--- src/source/periph_pkg.sv ---
package periph_pkg;

    typedef logic [31:0] data_t;   // data and addresses
    typedef logic [3:0]  byteen_t;

    // timer fsm states
    typedef enum logic [1:0] {
        st_idle = 2'd0,
        st_load = 2'd1,
        st_cnt  = 2'd2,
        st_int  = 2'd3
    } tc_state_e;

    // timer modes, codes 2 and 3 behave like reload
    typedef enum logic [1:0] {
        mode_oneshot = 2'd0,
        mode_reload  = 2'd1
    } tc_mode_e;

    // address map
    localparam data_t tc0_base   = 32'h0000_7f00;
    localparam data_t tc1_base   = 32'h0000_7f10;
    localparam data_t int_base   = 32'h0000_7f20;
    localparam data_t tc_window  = 32'd12;   // ctrl, preset, count
    localparam data_t int_window = 32'd4;

    // timer register word offsets
    localparam int reg_addr_w = 2;
    localparam logic [reg_addr_w-1:0] reg_ctrl   = 2'd0;
    localparam logic [reg_addr_w-1:0] reg_preset = 2'd1;
    localparam logic [reg_addr_w-1:0] reg_count  = 2'd2;   // read only

    // ctrl register fields
    localparam int ctrl_en_bit  = 0;
    localparam int ctrl_mode_lo = 1;
    localparam int ctrl_mode_hi = 2;
    localparam int ctrl_im_bit  = 3;   // irq mask, 1 lets irq out

endpackage
--- src/source/tc_bus_if.sv ---
`timescale 1ns/1ps

interface tc_bus_if;
    import periph_pkg::*;

    logic [reg_addr_w-1:0] addr;   // word offset inside the timer window
    logic                  we;
    data_t                 din;
    data_t                 dout;   // combinational from addr

    modport bridge (
        output addr,
        output we,
        output din,
        input  dout
    );

    modport timer (
        input  addr,
        input  we,
        input  din,
        output dout
    );

endinterface

--- src/source/mips_periph.sv ---
`timescale 1ns/1ps

module mips_periph (
    input  logic                clk,
    input  logic                reset,
    input  logic                interrupt,   // external interrupt line

    // cpu m stage data bus
    input  periph_pkg::data_t   cpu_m_data_addr,
    input  periph_pkg::data_t   cpu_m_data_wdata,
    input  periph_pkg::byteen_t cpu_m_data_byteen,
    output periph_pkg::data_t   cpu_m_data_rdata,

    // data memory
    output periph_pkg::data_t   m_data_addr,
    output periph_pkg::data_t   m_data_wdata,
    output periph_pkg::byteen_t m_data_byteen,
    input  periph_pkg::data_t   m_data_rdata,

    // interrupt generator
    output periph_pkg::data_t   m_int_addr,
    output periph_pkg::byteen_t m_int_byteen,

    output logic [2:0]          hw_int   // {external, tc1, tc0}
);

    logic tc0_irq;
    logic tc1_irq;

    tc_bus_if tc0_bus ();
    tc_bus_if tc1_bus ();

    periph_bridge bridge_i (
        .cpu_addr   (cpu_m_data_addr),
        .cpu_wdata  (cpu_m_data_wdata),
        .cpu_byteen (cpu_m_data_byteen),
        .cpu_rdata  (cpu_m_data_rdata),
        .mem_addr   (m_data_addr),
        .mem_wdata  (m_data_wdata),
        .mem_byteen (m_data_byteen),
        .mem_rdata  (m_data_rdata),
        .int_addr   (m_int_addr),
        .int_byteen (m_int_byteen),
        .tc0        (tc0_bus),
        .tc1        (tc1_bus)
    );

    tc tc0_i (
        .clk   (clk),
        .reset (reset),
        .bus   (tc0_bus),
        .irq   (tc0_irq)
    );

    tc tc1_i (
        .clk   (clk),
        .reset (reset),
        .bus   (tc1_bus),
        .irq   (tc1_irq)
    );

    assign hw_int = {interrupt, tc1_irq, tc0_irq};

endmodule

--- src/source/tc.sv ---
`timescale 1ns/1ps

module tc (
    input  logic    clk,
    input  logic    reset,
    tc_bus_if.timer bus,
    output logic    irq
);
    import periph_pkg::*;

    logic     enable;
    tc_mode_e mode;
    logic     im;
    data_t    preset;
    data_t    count;
    logic     ctrl_write;
    logic     clear_en;
    logic     load;
    logic     dec;
    logic     last;

    // register file, also answers reads on bus.dout
    tc_regs regs_i (
        .clk        (clk),
        .reset      (reset),
        .bus        (bus),
        .clear_en   (clear_en),
        .count      (count),
        .enable     (enable),
        .mode       (mode),
        .im         (im),
        .preset     (preset),
        .ctrl_write (ctrl_write)
    );

    tc_fsm fsm_i (
        .clk        (clk),
        .reset      (reset),
        .enable     (enable),
        .mode       (mode),
        .im         (im),
        .ctrl_write (ctrl_write),
        .last       (last),
        .load       (load),
        .dec        (dec),
        .clear_en   (clear_en),
        .irq        (irq)
    );

    tc_counter counter_i (
        .clk    (clk),
        .reset  (reset),
        .load   (load),
        .dec    (dec),
        .preset (preset),
        .count  (count),
        .last   (last)
    );

endmodule

--- src/source/tc_counter.sv ---
`timescale 1ns/1ps

module tc_counter (
    input  logic              clk,
    input  logic              reset,
    input  logic              load,
    input  logic              dec,
    input  periph_pkg::data_t preset,
    output periph_pkg::data_t count,
    output logic              last
);
    import periph_pkg::*;

    data_t count_q;

    always_ff @(posedge clk) begin
        if (reset) begin
            count_q <= '0;
        end else if (load) begin
            count_q <= preset;
        end else if (dec) begin
            // lands on zero and stays there
            count_q <= last ? '0 : count_q - 1'b1;
        end
    end

    assign last  = (count_q[31:1] == '0);   // 0 or 1
    assign count = count_q;

endmodule

--- src/source/tc_fsm.sv ---
`timescale 1ns/1ps

module tc_fsm (
    input  logic                 clk,
    input  logic                 reset,
    input  logic                 enable,
    input  periph_pkg::tc_mode_e mode,
    input  logic                 im,
    input  logic                 ctrl_write,
    input  logic                 last,   // count <= 1
    output logic                 load,
    output logic                 dec,
    output logic                 clear_en,
    output logic                 irq
);
    import periph_pkg::*;

    tc_state_e state_q;
    tc_state_e state_d;
    logic      oneshot;
    logic      pending_q;   // one-shot irq held until ctrl is written

    assign oneshot = (mode == mode_oneshot);

    always_comb begin
        state_d = state_q;
        case (state_q)
            st_idle: begin
                if (enable) state_d = st_load;
            end
            st_load: begin
                state_d = enable ? st_cnt : st_idle;
            end
            st_cnt: begin
                if (!enable) begin
                    state_d = st_idle;   // count freezes
                end else if (last) begin
                    state_d = st_int;
                end
            end
            st_int: begin
                // one-shot stops here, reload starts the next period
                state_d = (oneshot || !enable) ? st_idle : st_load;
            end
            default: state_d = st_idle;
        endcase
    end

    always_ff @(posedge clk) begin
        if (reset) begin
            state_q <= st_idle;
        end else begin
            state_q <= state_d;
        end
    end

    always_ff @(posedge clk) begin
        if (reset) begin
            pending_q <= 1'b0;
        end else if (state_q == st_int && oneshot) begin
            pending_q <= 1'b1;   // a finished count is never lost
        end else if (ctrl_write) begin
            pending_q <= 1'b0;
        end
    end

    assign load     = (state_q == st_load) && enable;
    assign dec      = (state_q == st_cnt) && enable;
    assign clear_en = (state_q == st_int) && oneshot;
    assign irq      = im && ((state_q == st_int) || pending_q);

endmodule

--- src/source/tc_regs.sv ---
`timescale 1ns/1ps

module tc_regs (
    input  logic                 clk,
    input  logic                 reset,
    tc_bus_if.timer              bus,
    input  logic                 clear_en,   // one-shot done, drop enable
    input  periph_pkg::data_t    count,
    output logic                 enable,
    output periph_pkg::tc_mode_e mode,
    output logic                 im,
    output periph_pkg::data_t    preset,
    output logic                 ctrl_write
);
    import periph_pkg::*;

    logic [ctrl_im_bit:0] ctrl_q;   // upper bits read as zero
    data_t                preset_q;
    logic                 preset_write;

    assign ctrl_write   = bus.we && (bus.addr == reg_ctrl);
    assign preset_write = bus.we && (bus.addr == reg_preset);

    always_ff @(posedge clk) begin
        if (reset) begin
            ctrl_q <= '0;
        end else if (ctrl_write) begin
            ctrl_q <= bus.din[ctrl_im_bit:0];   // cpu write wins over clear_en
        end else if (clear_en) begin
            ctrl_q[ctrl_en_bit] <= 1'b0;
        end
    end

    // only picked up at the next load
    always_ff @(posedge clk) begin
        if (reset) begin
            preset_q <= '0;
        end else if (preset_write) begin
            preset_q <= bus.din;
        end
    end

    assign enable = ctrl_q[ctrl_en_bit];
    assign mode   = tc_mode_e'(ctrl_q[ctrl_mode_hi:ctrl_mode_lo]);
    assign im     = ctrl_q[ctrl_im_bit];
    assign preset = preset_q;

    // count writes fall through and are dropped
    always_comb begin
        case (bus.addr)
            reg_ctrl:   bus.dout = data_t'(ctrl_q);
            reg_preset: bus.dout = preset_q;
            reg_count:  bus.dout = count;
            default:    bus.dout = '0;
        endcase
    end

endmodule

--- src/source/periph_bridge.sv ---
`timescale 1ns/1ps

module periph_bridge (
    // cpu side, m stage
    input  periph_pkg::data_t   cpu_addr,
    input  periph_pkg::data_t   cpu_wdata,
    input  periph_pkg::byteen_t cpu_byteen,
    output periph_pkg::data_t   cpu_rdata,

    // data memory
    output periph_pkg::data_t   mem_addr,
    output periph_pkg::data_t   mem_wdata,
    output periph_pkg::byteen_t mem_byteen,
    input  periph_pkg::data_t   mem_rdata,

    // interrupt generator
    output periph_pkg::data_t   int_addr,
    output periph_pkg::byteen_t int_byteen,

    tc_bus_if.bridge            tc0,
    tc_bus_if.bridge            tc1
);
    import periph_pkg::*;

    logic  hit_tc0;
    logic  hit_tc1;
    logic  hit_int;
    logic  hit_dev;   // any peripheral window
    logic  wr;
    data_t tc0_off;
    data_t tc1_off;

    function automatic logic in_window(input data_t addr, input data_t base,
                                       input data_t size);
        return (addr >= base) && (addr < base + size);
    endfunction

    assign hit_tc0 = in_window(cpu_addr, tc0_base, tc_window);
    assign hit_tc1 = in_window(cpu_addr, tc1_base, tc_window);
    assign hit_int = in_window(cpu_addr, int_base, int_window);
    assign hit_dev = hit_tc0 | hit_tc1 | hit_int;

    // timers only see whole-word writes
    assign wr = |cpu_byteen;

    assign tc0_off = cpu_addr - tc0_base;
    assign tc1_off = cpu_addr - tc1_base;

    assign tc0.addr = tc0_off[reg_addr_w+1:2];   // byte offset down to words
    assign tc0.we   = hit_tc0 & wr;
    assign tc0.din  = cpu_wdata;

    assign tc1.addr = tc1_off[reg_addr_w+1:2];
    assign tc1.we   = hit_tc1 & wr;
    assign tc1.din  = cpu_wdata;

    // memory always sees address and data, strobes only outside the windows
    assign mem_addr   = cpu_addr;
    assign mem_wdata  = cpu_wdata;
    assign mem_byteen = hit_dev ? '0 : cpu_byteen;

    assign int_addr   = hit_int ? cpu_addr : '0;
    assign int_byteen = hit_int ? cpu_byteen : '0;

    // read back mux, interrupt window reads as zero
    always_comb begin
        if (hit_tc0) begin
            cpu_rdata = tc0.dout;
        end else if (hit_tc1) begin
            cpu_rdata = tc1.dout;
        end else if (hit_int) begin
            cpu_rdata = '0;
        end else begin
            cpu_rdata = mem_rdata;
        end
    end

endmodule

--- config.mk ---
export PLATFORM = sky130hd
export DESIGN_NAME = mips_periph
export DESIGN_NICKNAME = d
export VERILOG_FILES = /design/src/source/periph_pkg.sv /design/src/source/tc_bus_if.sv /design/src/source/mips_periph.sv /design/src/source/tc.sv /design/src/source/tc_counter.sv /design/src/source/tc_fsm.sv /design/src/source/tc_regs.sv /design/src/source/periph_bridge.sv
export SDC_FILE = /design/constraint.sdc
export NUM_CORES = 1
export LEC_CHECK = 0
export BUFFER_PORTS_ARGS = -buffer_cell sky130_fd_sc_hd__buf_2
export CAP_MARGIN = 20
export CORE_MARGIN = 2
export CORE_UTILIZATION = 35
export CTS_CLUSTER_DIAMETER = 120
export DETAILED_ROUTE_END_ITERATION = 16
export PLACE_DENSITY = 0.7
export SETUP_SLACK_MARGIN = 0.4
export SKIP_CTS_REPAIR_TIMING = 1
export SYNTH_ARGS = -nofsm -noshare
export SYNTH_HDL_FRONTEND = slang
export SYNTH_HIERARCHICAL = 1
export SYNTH_SLANG_ARGS = --single-unit
--- constraint.sdc ---
create_clock -name clk -period 2.7 [get_ports clk]
set_clock_uncertainty 0.15 [all_clocks]
set_input_delay 0.135 -clock clk [delete_from_list [all_inputs] [get_ports clk]]
set_output_delay 0.135 -clock clk [all_outputs]
set_load 0.02 [all_outputs]
==> reports/qor.csv, run 1 <==
metric,value,unit
crit_family,simple AND/OR/NAND/NOR gates,
setup_violations,0,
synth-main-ff-cell,dfxtp_1,
die_h,176,µm
crit_path_frequent_cell,or4_4,
switching_share,24.9,%
synth.top_cell.area_share,27.3,%
cp.arrival,2.62,ns
vias,9531,
reg2reg_slack,0.28,ns
critPathBufInv,0,
layout-drive-gt1-share,30.7,%
tns,0,ns
htree_num_levels,4,
worst_path_max_delay_cell,or4_4,
synth_area,0.0104,mm²
dpl_cell_area,0.0109,mm²
clockBufferDepth,2,
maxSlewViolCount,0,
cts_buffers,17,
period_needed,2.42,ns
grt_overflow,0,
tritoncts,built,
synthDistinctLibCells,72,
antenna_found_initial,0,
netlist_top_cells_area,"dfxtp_1, buf_4, mux2i_1",
portBuffers,217,
clockPowerShare,49.8,%
rsz0062_at_grt,true,
detail-route-antenna-nets,0,
max_clock_freq,412,MHz
async_flop_share,0,%
rows,63,
post_drt_wl_per_cell,20.0,µm
endpoint_kind,flip-flop,
dr.pass1.iters,6,
critPathLaunch,tc1_i/counter_i/count[21]$_SDFFE_PP0P_,
met1_usage,27.3,%
grt_pass1_wl,48400,µm
drtIter0Drc,967,
slowest_delay,0.56,ns
cp.required,2.89,ns
start_kind,flip-flop,
seq_area_frac_synth,27.3,%
leakage,5.05,nW
track_usage,20.2,%
power_density,435,mW/mm²
timing.rr.start,tc1_i/counter_i/count[21]$_SDFFE_PP0P_,
diodes,0,
yosys_warnings,6,
clk_latency,0.43,ns
p_comb_share,11.1,%
synth_cells,1203,
synth_area_leader_cell,dfxtp_1,
seqPwrFrac,39.1,%
syn2layout_area_growth,18.2,%
cts_sinks,142,
crit_chain,or4_4 > or2_1 > or4_4 > or3_4 > a221oi_2,
grt-busiest-layer,met2,
io_pins,242,
core_area,0.0295,mm²
p_switching,1.33,mW
path_clk_slew,0.06,ns
gp_congestion,0.926,
status,"complete, no violations",
crit_type,flip-flop to flip-flop,
max_slew_margin,53.8,%
max_slew.worst_pin.slew,0.693,ns
ys_ff_latch,142,
internal_power,4.02,mW
min_period_over_period,89.8,%
hpwl,24000,µm
ff_latch_area,0.00286,mm²
hold_violations,0,
irDropWorstVdd,0.400,mV
multi_input_area,0.00619,mm²
fp.dieW,176,µm
use_met2,33.0,%
dp.cells,1643,
critPathMaxFanout,7,
dieArea,0.0311,mm²
start_util,35.3,%
nNetsFinal,1429,
grt_use_met3,3.17,%
crit_cells,5,
layout.cells.non_filler,1727,
worstSetupEndpoint,tc1_i/counter_i/count[25]$_SDFFE_PP0P_,
synth.avg_cell_area,8.65,µm²
num-fill-cells,2885,
grt_pass1_vias,8468,
clockRootBuffer,clkbuf_16,
drt-total-wl,34600,µm
hold_path_class,input port to flip-flop,
drc,0,
grt_max_degree,88,
rr_worst_depth,5,
maxCapViolations,0,
routed_via_density,5.52,
rr_endpoint,tc1_i/counter_i/count[25]$_SDFFE_PP0P_,
fin_area,0.0123,mm²
synth_enable_flop_cells,0,
==> power groups by stage <==
stage / Clock, mW / Combinational [mW] / Sequential, mW
after global placement: 0 / 0.549 / 2.14
after floorplan: 0 / 0.477 / 2.14
after detailed placement: 0 / 0.553 / 2.14
after CTS: 2.69 / 0.555 / 2.09
after global routing: 2.78 / 0.631 / 2.09
final: 2.67 / 0.596 / 2.09
==> synth_stat cells, types with 5 or more instances <==
cell type / n
or2_2: 5
nand4b_1: 5
nor2b_1: 11
nor3_1: 29
clkbuf_1: 38
and3_2: 8
o31a_1: 5
a31oi_1: 9
a32oi_1: 7
a221oi_1: 8
nand4_1: 6
o2bb2ai_1: 40
nor2_1: 38
or4_4: 5
a21oi_1: 36
xnor2_1: 23
mux2i_1: 115
and3_1: 8
a22o_1: 56
xor2_1: 15
nand3_1: 14
nor3b_1: 8
buf_6: 18
inv_1: 24
o211a_1: 12
and2_1: 6
nand2_1: 45
buf_4: 159
or3_1: 11
o21ai_0: 22
or4_1: 8
dfxtp_1: 142
nand2b_1: 152
nor4_1: 22
buf_2: 17
==> cell families (layout without fill, tap and decap cells) <==
group	after synthesis	in the layout	share of synthesized area [%]
AO/OA/AOI/OAI	228	228	17.0
flip-flops	142	142	27.3
other	1	22	0.0360
XOR/XNOR	38	38	3.20
adder cells (fa/ha/maj)	2	2	0.240
buffers and inverters	261	372	16.7
AND/OR/NAND/NOR	416	418	24.5
multiplexers	115	115	11.1
==> state kept, by name, indices dropped and copies added, names as in the netlist, 2 cells and up <==
name	flops
tc1_i/regs_i/ctrl_q	4
tc0_i/regs_i/preset	32
tc1_i/counter_i/count	32
tc1_i/regs_i/preset	32
tc1_i/fsm_i/state_q	2
tc0_i/counter_i/count	32
tc0_i/fsm_i/state_q	2
tc0_i/regs_i/ctrl_q	4
==> layout by cell type (no fill, tap or decap), types with 6 or more instances in the layout <==
cell type	netlist	routed
or4_4	5	9
nor3_1	29	25
dlygate4sd3_1	0	32
nor2_1	38	35
and3_1	8	7
a31oi_1	9	6
nand3_1	14	13
nor4_1	22	16
a221oi_1	8	6
o211a_1	12	12
nand2_1	45	45
dfxtp_1	142	133
o2bb2ai_1	40	40
and2_1	6	6
nand2b_1	152	151
inv_1	24	21
o21ai_0	22	22
nand4_1	6	6
nor3b_1	8	6
or3_1	11	9
xnor2_1	23	23
buf_4	159	59
a32oi_1	7	7
a21oi_1	36	36
xor2_1	15	15
and3_2	8	9
dfxtp_2	0	7
a22o_1	56	56
mux2i_1	115	115
clkbuf_16	0	17
buf_2	17	216
nor2b_1	11	7
conb_1	1	22
==> worst min path at each step <==
stage | slack [ns] | from | depth (start not counted) | end
after CTS | -0.17 | cpu_m_data_wdata[9] | 3 | tc1_i/regs_i/preset[9]$_SDFFE_PP0P_
after floorplan | 0.06 | reset | 1 | tc0_i/fsm_i/pending_q$_SDFFE_PP0P_
after global routing | 0.09 | reset | 2 | tc1_i/counter_i/count[1]$_SDFFE_PP0P_
final | 0.09 | reset | 2 | tc1_i/fsm_i/pending_q$_SDFFE_PP0P_
after global placement | 0.12 | interrupt | 0 | hw_int[2]
after detailed placement | 0.12 | interrupt | 0 | hw_int[2]
==> cell type report <==
type                            count  area share (%)
Clock buffer                       20            3.71
Inverter                           24           0.752
Multi-Input combinational cell    823            50.3
Sequential cell                   142            23.2
Clock inverter                     12            1.70
Tap cell                          390            3.97
Timing Repair Buffer              316            16.3
==> layer usage <==
metal,vias up,routed length [µm]
met5,-,0
met4,0,872
met3,61,2940
met2,554,16000
met1,4528,14800
li1,4388,-
==> stage by stage <==
stage	power, mW	util (%)	hold WS, ns	worst slack (ns)
final	5.36	41.7	0.0859	0.275
after global routing	5.50	41.7	0.0950	0.212
after CTS	5.33	39.2	-0.169	0.221
after detailed placement	2.69	37.0	0.120	0.179
after global placement	2.69	37.0	0.120	0.251
after floorplan	2.62	-	0.0574	0.318
Note: power is estimated with default switching activity, not from simulation.
==> run 2, diff against run 1 <==
Settings changed: CORE_UTILIZATION 35 to 40, PLACE_DENSITY 0.7 to 0.77.
==> reports/qor.csv, run 2 (synthesized netlist as in run 1, its figures left out) <==
metric,value,unit,change
status,"complete, no violations",,
cp.arrival,2.17,ns,-0.45 ns
period_needed,2.46,ns,+0.0336 ns
hold_violations,0,,unchanged
holdPathEnd,hw_int[2],,
post_drt_wl_per_cell,20.7,µm,+3.3%
start_kind,input port,,
hold_path_class,input port to primary output,,
holdCritStartpoint,interrupt,,
critPathMaxFanout,13,,+6
grt_overflow,0,,unchanged
leakage,5.18,nW,+2.5%
drtIter0Drc,972,,+0.52%
max_slew_margin,35.3,%,-19 points
final_cell_mix,"buf_2, nand2b_1, dfxtp_1",,
io_pins,242,,unchanged
clk_latency,0.43,ns,about the same
rows,59,,-6.3%
num-fill-cells,2355,,-18%
core_area,0.0258,mm²,-12%
reg2reg_slack,0.26,ns,-0.02 ns
portBuffers,217,,unchanged
clockRootBuffer,clkbuf_16,,
maxCapViolations,0,,unchanged
timing.rr.start,tc1_i/counter_i/count[10]$_SDFFE_PP0P_,,
cts_buffers,17,,unchanged
dieArea,0.0273,mm²,-12%
diodes,0,,unchanged
final_common_cell,buf_2,,
endpoint_kind,primary output,,
htree_num_levels,4,,unchanged
nNetsFinal,1434,,+0.35%
start_util,40.3,%,+5.0 points
drc,0,,unchanged
max_slew.worst_pin.slew,0.971,ns,+0.278 ns
drt-total-wl,34700,µm,+0.29%
hpwl,23300,µm,-2.9%
power_density,402,mW/mm²,-7.7%
crit_type,input port to primary output,,
maxSlewViolCount,0,,unchanged
max_clock_freq,407,MHz,-1.4%
rsz0062_at_grt,true,,
gp_congestion,0.946,,+2.2%
grt_pass1_wl,47700,µm,-1.4%
min_period_over_period,91.0,%,+1.2 points
cts_sinks,142,,unchanged
syn2layout_area_growth,21.7,%,
rr_worst_depth,5,,unchanged
vias,9594,,+0.66%
track_usage,23.0,%,+2.7 points
dr.pass1.iters,5,,-1
antenna_found_initial,0,,unchanged
die_h,165,µm,-6.3%
routed_via_density,5.72,,+3.7%
layout-drive-gt1-share,32.4,%,+1.7 points
setup_violations,0,,unchanged
cp.required,2.41,ns,-0.48 ns
tns,0,ns,unchanged
power,5.09,mW,-5.0%
clockBufferDepth,2,,unchanged
rr_endpoint,tc1_i/counter_i/count[25]$_SDFFE_PP0P_,,
grt_pass1_vias,8528,,+0.71%
detail-route-antenna-nets,0,,unchanged
min_path_cells,0,,-2
fp.dieW,165,µm,-6.3%
grt_max_degree,113,,+28%
irDropWorstVdd,0.376,mV,-6.0%
tritoncts,built,,
run 2: how the worst max path moves through the flow:
| stage | startpoint | endpoint | depth (start not counted) | slack [ns] |
|---|---|---|---|---|
| finish | cpu_m_data_addr[25] | cpu_m_data_rdata[26] | 9 | 0.24 |
| global route | cpu_m_data_addr[25] | tc1_i/fsm_i/pending_q$_SDFFE_PP0P_ | 12 | 0.22 |
| CTS | cpu_m_data_addr[6] | m_data_byteen[1] | 7 | 0.18 |
| detailed placement | cpu_m_data_addr[6] | m_data_byteen[1] | 7 | 0.18 |
| global placement | cpu_m_data_addr[6] | m_data_byteen[0] | 7 | 0.21 |
| floorplan | cpu_m_data_addr[6] | tc1_i/fsm_i/pending_q$_SDFFE_PP0P_ | 10 | 0.32 |
run 2: worst max-delay path, cell delays in order:
cell	delay, ns
buf_6	0.10
or4_4	0.54
nor4_4	0.36
buf_4	0.18
buf_6	0.10
o211ai_4	0.16
buf_8	0.26
o2bb2ai_1	0.16
buf_4	0.17
run 2: layer usage:
metal	vias to the layer above	global-route usage [%]	wire length, µm
li1	4384	-	-
met1	4595	29.7	14200
met2	542	39.0	16300
met3	73	4.22	3040
met4	0	6.90	1100
met5	-	0	0
run 2: stage by stage:
stage               worst slack, ns  cell area, µm²  utilization, %  hold WS, ns  std cells
floorplan                     0.318           10500               -       0.0574       1224
global placement              0.207           10800            41.8        0.120       1586
detailed placement            0.185           10800            41.8        0.120       1586
CTS                           0.184           11400            44.1       -0.161       1617
global route                  0.220           12700            49.0        0.120       1676
finish                        0.242           12700            49.0        0.120       1676
run 2: power by group:
group	switching, mW	internal, mW	total (mW)
Sequential	0.00000000102	2.09	2.09
Combinational	0.377	0.270	0.647
Clock	0.925	1.42	2.35
Total	1.30	3.79	5.09
run 2: final cells by class:
cell class	count	area [µm²]	area share, %
Clock buffer	21	470	3.71
Clock inverter	10	114	0.899
Inverter	24	92.6	0.731
Multi-Input combinational cell	821	6470	51.0
Sequential cell	142	2860	22.6
Tap cell	335	419	3.31
Timing Repair Buffer	323	2250	17.7
==> run 3, diff against run 2 <==
Settings changed: PLACE_DENSITY 0.77 to 0.74, SLEW_MARGIN from default to 30.
Clock period 2.7 ns to 2.75 ns, I/O delays scaled along.
==> reports/qor.csv, run 3 (synthesized netlist as in run 1, its figures left out) <==
metric,value,unit,change
status,"complete, no violations",,
io_pins,242,,unchanged
start_kind,flip-flop,,
grt_pass1_vias,8424,,-1.2%
vias,9523,,-0.74%
path_clk_slew,0.06,ns,
hold-worst-slack,0.0716,ns,-0.0486 ns
dieArea,0.0273,mm²,unchanged
tns,0,ns,unchanged
clockBufferDepth,2,,unchanged
setup_violations,0,,unchanged
gp_congestion,0.942,,-0.50%
maxCapViolations,0,,unchanged
min_period_over_period,88.7,%,
cts_buffers,17,,unchanged
antenna_found_initial,0,,unchanged
irDropWorstVdd,0.314,mV,-17%
drt-total-wl,32800,µm,-5.3%
detail-route-antenna-nets,0,,unchanged
rr_endpoint,tc1_i/counter_i/count[25]$_SDFFE_PP0P_,,
rsz0062_at_grt,true,,
portBuffers,217,,unchanged
clk_latency,0.42,ns,about the same
die_h,165,µm,unchanged
crit_type,flip-flop to flip-flop,,
holdPathEnd,tc0_i/counter_i/count[1]$_SDFFE_PP0P_,,
hold_path_class,input port to flip-flop,,
dr.pass1.iters,6,,+1
syn2layout_area_growth,15.3,%,
cts_sinks,142,,unchanged
grt_overflow,0,,unchanged
core_area,0.0258,mm²,unchanged
final_cell_mix,"buf_2, nand2b_1, dfxtp_1",,
grt_max_degree,63,,-44%
leakage,4.96,nW,-4.2%
track_usage,22.5,%,-0.42 points
dp.cells,1587,,+0.063%
timing.rr.start,tc1_i/counter_i/count[10]$_SDFFE_PP0P_,,
post_drt_wl_per_cell,19.7,µm,-4.7%
hpwl,23200,µm,-0.27%
diodes,0,,unchanged
holdCritStartpoint,reset,,
htree_num_levels,4,,unchanged
tritoncts,built,,
start_util,40.3,%,unchanged
critPathMaxFanout,5,,-8
drtIter0Drc,1049,,+7.9%
rows,59,,unchanged
hold_violations,0,,unchanged
rr_worst_depth,5,,unchanged
power,4.92,mW,-3.2%
layout-drive-gt1-share,29.3,%,-3.1 points
endpoint_kind,flip-flop,,
layout.cells.non_filler,1666,,-0.60%
power_density,410,mW/mm²,+2.2%
routed_via_density,5.72,,-0.14%
drc,0,,unchanged
grt_pass1_wl,47000,µm,-1.5%
max_slew.worst_pin.slew,0.708,ns,-0.263 ns
fp.dieW,165,µm,unchanged
max_clock_freq,410,MHz,
maxSlewViolCount,0,,unchanged
max_slew_margin,52.8,%,+18 points
final_common_cell,buf_2,,
nNetsFinal,1424,,-0.70%
period_needed,2.44,ns,
clockRootBuffer,clkbuf_16,,
cp.required,2.94,ns,+0.53 ns
reg2reg_slack,0.31,ns,+0.05 ns
cp.arrival,2.63,ns,+0.46 ns
min_path_cells,2,,+2
run 3: cell types whose count changed in the layout (fill, tap and decap cells not counted), sizes merged:
cell      before  now
clkinvlp       4    2
buf          288  281
clkinv         4    7
clkbuf        24   20
run 3: worst max-delay path by stage:
stage                                      startpoint                                      to  slack [ns]  cells past startpoint
2_1_floorplan                      cpu_m_data_addr[6]      tc1_i/fsm_i/pending_q$_SDFFE_PP0P_        0.37                     10
3_3_place_gp                       cpu_m_data_addr[6]                        m_data_byteen[1]        0.26                      7
3_5_place_dp    tc0_i/counter_i/count[1]$_SDFFE_PP0P_  tc0_i/counter_i/count[12]$_SDFFE_PP0P_        0.21                      7
4_1_cts         tc0_i/counter_i/count[1]$_SDFFE_PP0P_  tc0_i/counter_i/count[12]$_SDFFE_PP0P_        0.19                      7
5_1_grt        tc1_i/counter_i/count[10]$_SDFFE_PP0P_  tc1_i/counter_i/count[25]$_SDFFE_PP0P_        0.25                      5
6_report       tc1_i/counter_i/count[10]$_SDFFE_PP0P_  tc1_i/counter_i/count[25]$_SDFFE_PP0P_        0.31                      5
run 3: final cells by class:
| cell class | count | area, µm² |
|---|---|---|
| inverters | 24 | 90.1 |
| clock buffers | 20 | 457 |
| clock inverters | 11 | 118 |
| repair buffers | 313 | 1970 |
| multi-input cells | 821 | 6100 |
| well taps | 335 | 419 |
| flip-flops and latches | 142 | 2850 |
| fillers | 2455 | 13800 |
run 3: worst max-delay path, cell delays in order (launching register included):
cell and delay [ns]:
dfxtp_4 0.35, or4_4 0.58, nand4b_4 0.21, or4_4 0.50, or3_4 0.34, a221oi_2 0.22
run 3: power by group:
group	switching, mW	leakage (nW)	total, mW	internal, mW
registers	0.000000000968	1.15	2.06	2.06
logic	0.356	3.53	0.579	0.223
clock network	0.916	0.281	2.29	1.37
total	1.27	4.96	4.92	3.65
run 3: metrics by stage:
stage / worst slack [ns] / utilization, % / cell area, µm²
after floorplan: 0.366 / - / 10500
after global placement: 0.258 / 41.7 / 10800
after detailed placement: 0.215 / 41.8 / 10800
after CTS: 0.192 / 44.0 / 11400
after global routing: 0.254 / 46.4 / 12000
final: 0.311 / 46.4 / 12000
run 3: routing by layer:
layer	up-vias	track usage, %	share of wire, %
met4	0	10.3	3.8
met5	-	0	0
li1	4372	-	-
met1	4505	29.2	42
met3	74	3.30	8.9
met2	572	37.1	46
